File: src/rtl/alu_func_pkg.sv
package alu_func_pkg;

  localparam int BYTE_W = 8;   // narrow datapath width
  localparam int WORD_W = 16;  // wide datapath width

  typedef logic [BYTE_W-1:0] byte_t;
  typedef logic [WORD_W-1:0] word_t;

  // operation codes, arithmetic first, then logic, then rotates
  typedef enum logic [3:0] {
    ALU_FUNC_ADD = 4'd0,
    ALU_FUNC_ADC = 4'd1,
    ALU_FUNC_SUB = 4'd2,
    ALU_FUNC_SBC = 4'd3,
    ALU_FUNC_AND = 4'd4,
    ALU_FUNC_XOR = 4'd5,
    ALU_FUNC_OR  = 4'd6,
    ALU_FUNC_CP  = 4'd7,
    ALU_FUNC_RR  = 4'd8,
    ALU_FUNC_RRC = 4'd9,
    ALU_FUNC_RL  = 4'd10,
    ALU_FUNC_RLC = 4'd11
  } alu_func_e;

endpackage

File: src/rtl/alu_flags_pkg.sv
package alu_flags_pkg;

  // z80 flag register layout, msb first: S Z 5 H 3 V N C
  typedef logic [7:0] flags_t;

  localparam int FLAG_S = 7;  // sign
  localparam int FLAG_Z = 6;  // zero
  localparam int FLAG_5 = 5;  // undocumented, passed through
  localparam int FLAG_H = 4;  // half carry
  localparam int FLAG_3 = 3;  // undocumented, passed through
  localparam int FLAG_V = 2;  // overflow or parity
  localparam int FLAG_N = 1;  // subtract
  localparam int FLAG_C = 0;  // carry

endpackage

File: src/rtl/alu_adder.sv
`timescale 1ns/1ps

module alu_adder #(
  parameter int WIDTH = 8
) (
  input  logic [WIDTH-1:0] a,
  input  logic [WIDTH-1:0] b,
  input  logic             cin,
  output logic [WIDTH-1:0] sum,
  output logic             half,
  output logic             carry,
  output logic             ovf
);

  // half carry comes out of bit 3 for 8 bits, bit 11 for 16 bits
  localparam int HALF_W = WIDTH - 4;

  logic [WIDTH:0]   full;  // sum with carry out
  logic [WIDTH-1:0] low;   // sum of all but the top bit
  logic [HALF_W:0]  nib;   // sum below the half carry point

  assign full = {1'b0, a} + {1'b0, b} + {{WIDTH{1'b0}}, cin};
  assign low  = {1'b0, a[WIDTH-2:0]} + {1'b0, b[WIDTH-2:0]} + {{(WIDTH-1){1'b0}}, cin};
  assign nib  = {1'b0, a[HALF_W-1:0]} + {1'b0, b[HALF_W-1:0]} + {{HALF_W{1'b0}}, cin};

  assign sum   = full[WIDTH-1:0];
  assign carry = full[WIDTH];
  assign half  = nib[HALF_W];
  assign ovf   = full[WIDTH] ^ low[WIDTH-1];  // carry out vs carry into top bit

endmodule

File: src/rtl/alu8.sv
`timescale 1ns/1ps

module alu8
  import alu_func_pkg::*, alu_flags_pkg::*;
(
  input  alu_func_e func,
  input  byte_t     x,
  input  byte_t     y,
  input  flags_t    f_in,
  output byte_t     out,
  output flags_t    f
);

  logic  sub_op;
  byte_t add_b;
  logic  add_cin;
  byte_t sum;
  logic  half;
  logic  carry;
  logic  ovf;

  logic  h;
  logic  v;
  logic  n;
  logic  c;
  logic  par;    // v reports parity of the result
  logic  known;  // code is valid for this datapath

  assign sub_op = func inside {ALU_FUNC_SUB, ALU_FUNC_SBC, ALU_FUNC_CP};
  assign add_b  = sub_op ? ~y : y;

  always_comb begin
    case (func)
      ALU_FUNC_ADC: add_cin = f_in[FLAG_C];
      ALU_FUNC_SUB: add_cin = 1'b1;
      ALU_FUNC_CP:  add_cin = 1'b1;
      ALU_FUNC_SBC: add_cin = ~f_in[FLAG_C];  // inverted borrow
      default:      add_cin = 1'b0;
    endcase
  end

  alu_adder #(.WIDTH(BYTE_W)) u_adder (
    .a     (x),
    .b     (add_b),
    .cin   (add_cin),
    .sum   (sum),
    .half  (half),
    .carry (carry),
    .ovf   (ovf)
  );

  always_comb begin
    out   = x;
    h     = 1'b0;
    v     = 1'b0;
    n     = 1'b0;
    c     = 1'b0;
    par   = 1'b0;
    known = 1'b1;
    case (func)
      ALU_FUNC_ADD, ALU_FUNC_ADC, ALU_FUNC_SUB, ALU_FUNC_SBC, ALU_FUNC_CP: begin
        out = sum;
        h   = half;
        v   = ovf;
        n   = sub_op;
        c   = carry;
      end
      ALU_FUNC_AND: begin
        out = x & y;
        h   = 1'b1;
        par = 1'b1;
      end
      ALU_FUNC_XOR: begin
        out = x ^ y;
        par = 1'b1;
      end
      ALU_FUNC_OR: begin
        out = x | y;
        par = 1'b1;
      end
      ALU_FUNC_RR: begin
        out = {f_in[FLAG_C], x[7:1]};
        c   = x[0];
        par = 1'b1;
      end
      ALU_FUNC_RRC: begin
        out = {x[0], x[7:1]};
        c   = x[0];
        par = 1'b1;
      end
      ALU_FUNC_RL: begin
        out = {x[6:0], f_in[FLAG_C]};
        c   = x[7];
        par = 1'b1;
      end
      ALU_FUNC_RLC: begin
        out = {x[6:0], x[7]};
        c   = x[7];
        par = 1'b1;
      end
      default: known = 1'b0;
    endcase
    if (par) begin
      v = ~^out;  // set on even parity
    end

    f = f_in;  // bits 5 and 3 always pass through
    if (known) begin
      f[FLAG_S] = out[BYTE_W-1];
      f[FLAG_Z] = (out == '0);
      f[FLAG_H] = h;
      f[FLAG_V] = v;
      f[FLAG_N] = n;
      f[FLAG_C] = c;
    end
  end

endmodule

File: src/rtl/alu16.sv
`timescale 1ns/1ps

module alu16
  import alu_func_pkg::*, alu_flags_pkg::*;
(
  input  alu_func_e func,
  input  word_t     x,
  input  word_t     y,
  input  flags_t    f_in,
  output word_t     out,
  output flags_t    f
);

  logic  arith;
  logic  sub_op;
  logic  add_cin;
  word_t sum;
  logic  half;
  logic  carry;
  logic  ovf;

  assign arith  = func inside {ALU_FUNC_ADD, ALU_FUNC_ADC, ALU_FUNC_SUB,
                               ALU_FUNC_SBC, ALU_FUNC_CP};
  assign sub_op = func inside {ALU_FUNC_SUB, ALU_FUNC_SBC, ALU_FUNC_CP};

  always_comb begin
    case (func)
      ALU_FUNC_ADC: add_cin = f_in[FLAG_C];
      ALU_FUNC_SUB: add_cin = 1'b1;
      ALU_FUNC_CP:  add_cin = 1'b1;
      ALU_FUNC_SBC: add_cin = ~f_in[FLAG_C];
      default:      add_cin = 1'b0;
    endcase
  end

  alu_adder #(.WIDTH(WORD_W)) u_adder (
    .a     (x),
    .b     (sub_op ? ~y : y),
    .cin   (add_cin),
    .sum   (sum),
    .half  (half),
    .carry (carry),
    .ovf   (ovf)
  );

  // logic and rotate codes have no 16-bit form, x and F go back untouched
  assign out = arith ? sum : x;

  always_comb begin
    f = f_in;
    if (arith) begin
      f[FLAG_S] = sum[WORD_W-1];
      f[FLAG_Z] = (sum == '0);
      f[FLAG_H] = half;  // carry out of bit 11
      f[FLAG_V] = ovf;
      f[FLAG_N] = sub_op;
      f[FLAG_C] = carry;
    end
  end

endmodule

File: src/rtl/alu_unit.sv
`timescale 1ns/1ps

module alu_unit
  import alu_func_pkg::*, alu_flags_pkg::*;
(
  input  logic      clk,
  input  logic      arst_n,

  input  logic      in_valid,
  output logic      in_ready,
  input  alu_func_e func,
  input  logic      wide,
  input  word_t     x,
  input  word_t     y,

  input  logic      f_load,
  input  flags_t    f_data,

  output logic      out_valid,
  input  logic      out_ready,
  output word_t     result,
  output flags_t    flags
);

  flags_t f_reg;  // architectural F

  byte_t  out8;
  flags_t f8;
  word_t  out16;
  flags_t f16;

  word_t  sel_result;
  flags_t sel_flags;
  logic   accept;

  alu8 u_alu8 (
    .func (func),
    .x    (x[BYTE_W-1:0]),
    .y    (y[BYTE_W-1:0]),
    .f_in (f_reg),
    .out  (out8),
    .f    (f8)
  );

  alu16 u_alu16 (
    .func (func),
    .x    (x),
    .y    (y),
    .f_in (f_reg),
    .out  (out16),
    .f    (f16)
  );

  assign sel_result = wide ? out16 : {{(WORD_W-BYTE_W){1'b0}}, out8};  // narrow is zero-extended
  assign sel_flags  = wide ? f16 : f8;

  // room when empty or draining this cycle, and no flag load in progress
  assign in_ready = (~out_valid | out_ready) & ~f_load;
  assign accept   = in_valid & in_ready;

  always_ff @(posedge clk or negedge arst_n) begin
    if (!arst_n) begin
      f_reg <= '0;
    end else if (f_load) begin
      f_reg <= f_data;
    end else if (accept) begin
      f_reg <= sel_flags;  // next request sees the new carry
    end
  end

  always_ff @(posedge clk or negedge arst_n) begin
    if (!arst_n) begin
      out_valid <= 1'b0;
    end else if (accept) begin
      out_valid <= 1'b1;
    end else if (out_ready) begin
      out_valid <= 1'b0;
    end
  end

  always_ff @(posedge clk) begin
    if (accept) begin
      result <= sel_result;
      flags  <= sel_flags;
    end
  end

endmodule

File: config.mk
export PLATFORM = sky130hd
export DESIGN_NAME = alu_unit
export DESIGN_NICKNAME = d
export VERILOG_FILES = /design/src/rtl/alu_func_pkg.sv /design/src/rtl/alu_flags_pkg.sv /design/src/rtl/alu_adder.sv /design/src/rtl/alu8.sv /design/src/rtl/alu16.sv /design/src/rtl/alu_unit.sv
export SDC_FILE = /design/constraint.sdc
export NUM_CORES = 1
export LEC_CHECK = 0
export BUFFER_PORTS_ARGS = -buffer_cell sky130_fd_sc_hd__buf_2
export CORE_MARGIN = 5
export CORE_UTILIZATION = 40
export CTS_CLUSTER_SIZE = 20
export DETAILED_ROUTE_END_ITERATION = 16
export GPL_ROUTABILITY_DRIVEN = 0
export PLACE_DENSITY_LB_ADDON = 0.05
export SETUP_SLACK_MARGIN = 0.05
export SYNTH_ARGS = -nofsm -noshare
export SYNTH_HDL_FRONTEND = slang
export SYNTH_HIERARCHICAL = 1
export SYNTH_SLANG_ARGS = --single-unit
File: constraint.sdc
create_clock -name clk -period 8.8 [get_ports clk]
set_clock_uncertainty 0.15 [all_clocks]
set_input_delay 0.88 -clock clk [delete_from_list [all_inputs] [get_ports clk]]
set_output_delay 0.88 -clock clk [all_outputs]
set_load 0.005 [all_outputs]
==> flow_summary.json, run 1 <==
{
  "status": "finished clean",
  "leakagePower_nw": 2.11,
  "drive_gt1_frac": 0.257,
  "setup_violations": 0,
  "numPortBuffers": 75,
  "antenna_found_initial": 0,
  "cts_buffers": 5,
  "synth_nets": 590,
  "io-pin-count": 76,
  "slew_violations": 0,
  "syn_area_sq_mm": 0.00453,
  "postCtsSetupRepairBufs": 0,
  "track_usage": 0.187,
  "endpoint_kind": "register",
  "max_freq_ghz": 0.162,
  "grt_pass1_wl_mm": 20.1,
  "power_density_mw_per_mm2": 142,
  "overflow": 0,
  "dieHeight_um": 116,
  "largest_reg_flops": 16,
  "syn_avg_cell_area_sq_um": 9.17,
  "die_w_um": 116,
  "seq_area_frac_synth": 0.209,
  "post_cts_resized": 0,
  "initial_core_util": 0.412,
  "fin_nets": 647,
  "final_common_cell": "buf_2",
  "min_period_ns": 6.17,
  "hold_buffers": 0,
  "cp.arrival_ns": 6.17,
  "relSlewSlack": 0.505,
  "synth_edf_count": 24,
  "synthFlopType": "edfxtp_1",
  "first_global_vias": 3852,
  "cpPeakStageDelay_ns": 0.57,
  "initialDrtViolationCount": 290,
  "setup_tns_ns": 0,
  "num_rows": 38,
  "cts_max_level": 2,
  "cp_cell_sequence": "buf_2, inv_1, nand3_1, xnor2_1, fa_1, fa_1, a211oi_2, o21bai_1, a21oi_1, xnor2_1, a32oi_1, o31ai_1, o32ai_1, ha_1, xnor2_1, xnor2_1, mux2i_1, a21oi_1, mux2_2, a221o_1",
  "final_util": 0.456,
  "worstSetupStartpointType": "input pin",
  "hp-class": "input pin to async pin",
  "synth-seq-cells": 33,
  "critPathMostFrequentCell": "xnor2_1",
  "yosys-mux-area-fraction": 0.0986,
  "crit_slowest_cell": "buf_2",
  "max-cap-violations": 0,
  "postRouteAntennaNets": 0,
  "vdd_drop_max_mv": 0.119,
  "synth_fa_ha_area_frac": 0.134,
  "crit_buf_inv": 2,
  "path_clk_slew_ns": 0.05,
  "final_cell_mix": "buf_2, ha_1, nand2_1, xnor2_1",
  "clk_latency_ns": 0.27,
  "grt_max_degree": 47,
  "ys_types": 78,
  "crit_fanout": 46,
  "fin_crit_sh": 0.701,
  "synthArstFlopShare": 0.273,
  "rsz0062_at_grt": "false",
  "areaGrowthSynthToFinish_pct": 10.7,
  "crit_family": "compound AO/OA/AOI/OAI gates",
  "drt_pass1_iterations": 4,
  "routedWlPerCell_um": 18.7,
  "vias_per_cell": 5.75,
  "netlist_instances": 494,
  "cts_root_buffer": "clkbuf_16",
  "yosysWarnings": 6,
  "die-area_sq_mm": 0.0135,
  "synth-simple-area-share": 0.153,
  "wl_mm": 12.9,
  "synth_top_family_by_area": "compound AO/OA/AOI/OAI gates",
  "dp_hpwl_mm": 9.96,
  "nFillCells": 1108,
  "cts_tree": "done",
  "drc": 0,
  "synth_xor_area_frac": 0.0870,
  "clock-sinks": 33,
  "core_area_sq_mm": 0.0110,
  "num_vias": 3979,
  "synth_compound_area_frac": 0.239,
  "antenna_cells": 0,
  "critPathKind": "input pin to register",
  "final-hold-violation-count": 0,
  "worst_pin_slew_ns": 0.742,
  "cts_buffer_depth": 2,
  "crit_required_ns": 8.80
}
[per-stage QoR]
| step | hold WS (ns) | cell area [sq um] | cells | power, W | worst slack, ns |
|---|---|---|---|---|---|
| after floorplan | 0.344 | 4530 | 494 | 0.000461 | 3.57 |
| after global placement | 0.359 | 4870 | 684 | 0.000549 | 2.55 |
| after detailed placement | 0.359 | 4870 | 684 | 0.000550 | 2.45 |
| after CTS | 0.310 | 5010 | 692 | 0.000716 | 2.69 |
| after global routing | 0.321 | 5010 | 692 | 0.000761 | 2.22 |
| final | 0.309 | 5010 | 692 | 0.000713 | 2.63 |
[cells in the mapped netlist, types with 8 or more instances]
cell	instances	share of area
ha_1	42	0.12
nand2_1	38	0.032
xnor2_1	36	0.070
inv_1	33	0.027
mux2_2	33	0.082
a21oi_1	30	0.033
edfxtp_1	24	0.16
nor2_1	23	0.019
o21ai_0	23	0.025
and2_1	15	0.021
a221o_1	12	0.027
buf_4	11	0.018
dfrtp_1	9	0.050
xor2_1	9	0.017
a211oi_1	8	0.013
[kinds of logic after synthesis]
family | count (synthesis)
AND/OR/NAND/NOR | 126
XOR/XNOR | 45
AO/OA/AOI/OAI | 143
buffers and inverters | 62
adder cells (fa/ha/maj) | 46
flip-flops | 33
multiplexers | 39
[power breakdown]
group	total, W	internal [W]	switching [W]	leakage [nW]
sequential	0.000193	0.000185	0.00000780	0.337
combinational	0.000357	0.000159	0.000198	1.70
clock	0.000163	0.000104	0.0000598	0.0706
[worst paths after layout]
| check | from | to | slack, ns | depth (start not counted) |
|---|---|---|---|---|
| worst max-delay path | func[3] | f_reg[2] | 2.63 | 20 |
| worst min-delay path | arst_n | f_reg[5] | 0.31 | 1 |
| worst max register to register | f_reg[0] | f_reg[2] | 3.92 | 20 |
| worst min register to register | f_reg[3] | f_reg[3] | 0.39 | 1 |
| max in group asynchronous | arst_n | f_reg[2] | 7.99 | 1 |
| min in group clk | f_reg[3] | f_reg[3] | 0.39 | 1 |
[worst reg2reg max path, cell delays in order, from the launching register on]
cell      delay [ns]
dfrtp_1         0.50
or3b_1          0.21
o21ai_0         0.07
a21oi_1         0.15
nor2_1          0.09
fa_1            0.44
fa_1            0.45
a211oi_2        0.25
o21bai_1        0.14
a21oi_1         0.19
xnor2_1         0.13
a32oi_1         0.18
o31ai_1         0.12
o32ai_1         0.26
ha_1            0.28
xnor2_1         0.18
xnor2_1         0.11
mux2i_1         0.15
a21oi_1         0.10
mux2_2          0.28
a221o_1         0.31
[layout make-up]
cell class | count | area [sq um] | share of cell area
Clock buffer | 6 | 129 | 0.0257
Clock inverter | 2 | 10.0 | 0.00200
Inverter | 34 | 128 | 0.0255
Multi-Input combinational cell | 399 | 3230 | 0.644
Sequential cell | 33 | 946 | 0.189
Tap cell | 140 | 175 | 0.0349
Timing Repair Buffer | 78 | 398 | 0.0794
[metal layers]
metal  share of wire  GRT usage
met1            0.46      0.248
met4           0.017     0.0425
met3           0.047     0.0218
met5               0          0
met2            0.48      0.327
Power figures use the tool's default switching activity.
==> run 2: changes to the inputs <==
==> constraint.sdc (replaced) <==
create_clock -name clk -period 5.98 [get_ports clk]
set_clock_uncertainty 0.15 [all_clocks]
set_input_delay 0.598 -clock clk [delete_from_list [all_inputs] [get_ports clk]]
set_output_delay 0.598 -clock clk [all_outputs]
set_load 0.005 [all_outputs]
==> flow_summary.json, run 2 (synthesis results as in run 1) <==
{
  "postCtsSetupRepairBufs": 0,
  "grt_max_degree": 44,
  "die-area_sq_mm": 0.0135,
  "antenna_cells": 0,
  "io-pin-count": 76,
  "use_met2": 0.336,
  "nFillCells": 1128,
  "regToRegEndpoint": "f_reg[2]",
  "worstSetupStartpointType": "input pin",
  "drc": 0,
  "first_global_vias": 3904,
  "setup_tns_ns": 0,
  "wl_mm": 13.3,
  "track_usage": 0.192,
  "status": "finished clean",
  "power_density_mw_per_mm2": 209,
  "overflow": 0,
  "vdd_drop_max_mv": 0.139,
  "worst_pin_slew_ns": 0.654,
  "top_usage_layer": "met2",
  "initialDrtViolationCount": 263,
  "grt_pass1_wl_mm": 20.4,
  "rr_startpoint": "f_reg[0]",
  "cp-endpoint": "f_reg[2]",
  "crit_slowest_cell": "buf_2",
  "crit_required_ns": 5.99,
  "initial_core_util": 0.412,
  "fin_crit_sh": 0.878,
  "final_util": 0.460,
  "crit_family": "compound AO/OA/AOI/OAI gates",
  "crit_cells": 21,
  "dp_hpwl_mm": 10.2,
  "dieHeight_um": 116,
  "crit_fanout": 38,
  "die_w_um": 116,
  "antenna_found_initial": 0,
  "min_period_ns": 5.25,
  "numPortBuffers": 75,
  "post_cts_resized": 0,
  "endpoint_kind": "register",
  "critPathKind": "input pin to register",
  "clock-sinks": 33,
  "critPathMostFrequentCell": "a21oi_1",
  "final_common_cell": "buf_2",
  "fin_nets": 652,
  "max_freq_ghz": 0.191,
  "postRouteAntennaNets": 0,
  "largest_reg_flops": 16,
  "num_vias": 3978,
  "reg2reg_slack_ns": 1.08,
  "slew_violations": 0,
  "cts_buffers": 5,
  "cp_cell_sequence": "buf_2, or3b_1, o21ai_0, a21oi_1, nor2_1, fa_1, fa_1, a211oi_2, o21bai_1, a21oi_1, xnor2_1, nand3_1, a21oi_1, o32ai_1, ha_1, xnor2_1, xnor2_1, mux2i_1, a21oi_1, mux2_2, a221o_1",
  "placed_cell_area_sq_mm": 0.00491,
  "seq_area_sq_um": 946,
  "reg2reg_depth": 20,
  "clk_latency_ns": 0.27,
  "final_cell_mix": "buf_2, ha_1, nand2_1, xnor2_1",
  "cts_buffer_depth": 2,
  "cts_root_buffer": "clkbuf_16",
  "num_rows": 38,
  "multiInputGateArea_sq_mm": 0.00323,
  "cts_tree": "done",
  "drt_pass1_iterations": 5,
  "crit_buf_inv": 1,
  "cp.arrival_ns": 5.25,
  "met1_usage": 0.254,
  "rsz0062_at_grt": "false",
  "met3_usage": 0.0171,
  "vias_per_cell": 5.71,
  "path_clk_slew_ns": 0.05,
  "routedWlPerCell_um": 19.0,
  "leakagePower_nw": 2.13,
  "final-hold-violation-count": 0,
  "cts_max_level": 2,
  "final_area_sq_mm": 0.00505,
  "core_area_sq_mm": 0.0110,
  "crit_start": "func[1]",
  "hp-class": "input pin to async pin",
  "max-cap-violations": 0,
  "setup_violations": 0,
  "areaGrowthSynthToFinish_pct": 11.6,
  "cpPeakStageDelay_ns": 0.51,
  "drive_gt1_frac": 0.266,
  "hold_buffers": 0,
  "relSlewSlack": 0.564
}
run 2: cell count changes in the layout (fill, tap and decap cells not counted):
cell        before  now
buf_4            3    8
clkbuf_1         1    0
clkinvlp_4       0    1
run 2: power breakdown:
part	switching, W	internal (W)
registers	0.0000112	0.000272
logic	0.000293	0.000236
clock network	0.0000909	0.000152
total	0.000395	0.000661
run 2: final cells by class:
| class | instances | share of cell area |
|---|---|---|
| Multi-Input combinational cell | 399 | 0.639 |
| Sequential cell | 33 | 0.187 |
| Timing Repair Buffer | 83 | 0.0862 |
| Tap cell | 140 | 0.0347 |
| Inverter | 34 | 0.0253 |
| Clock buffer | 5 | 0.0248 |
| Clock inverter | 3 | 0.00347 |
run 2: how the worst min path moves through the flow:
stage               slack, ns  startpoint       end  depth (start not counted)
floorplan                0.15      arst_n  f_reg[0]                          0
global placement         0.32      arst_n  f_reg[5]                          1
detailed placement       0.31      arst_n  f_reg[5]                          1
CTS                      0.02      arst_n  f_reg[5]                          1
global route             0.03      arst_n  f_reg[5]                          1
finish                   0.02      arst_n  f_reg[5]                          1
run 2: stage by stage:
step                      total power [W]  hold WS, ns  cells  setup slack, ns
after CTS                         0.00106       0.0206    697            0.853
after floorplan                  0.000679        0.152    494             1.03
after global routing              0.00113       0.0259    697            0.520
after global placement           0.000808        0.319    689            0.650
after detailed placement         0.000812        0.312    689            0.601
final                             0.00106       0.0184    697            0.731
run 2: routing by layer:
metal	routed length, um	up-vias	share of wire
met5	0	-	0
li1	-	1954	-
met3	652	20	0.049
met2	6390	125	0.48
met1	5990	1879	0.45
met4	244	0	0.018
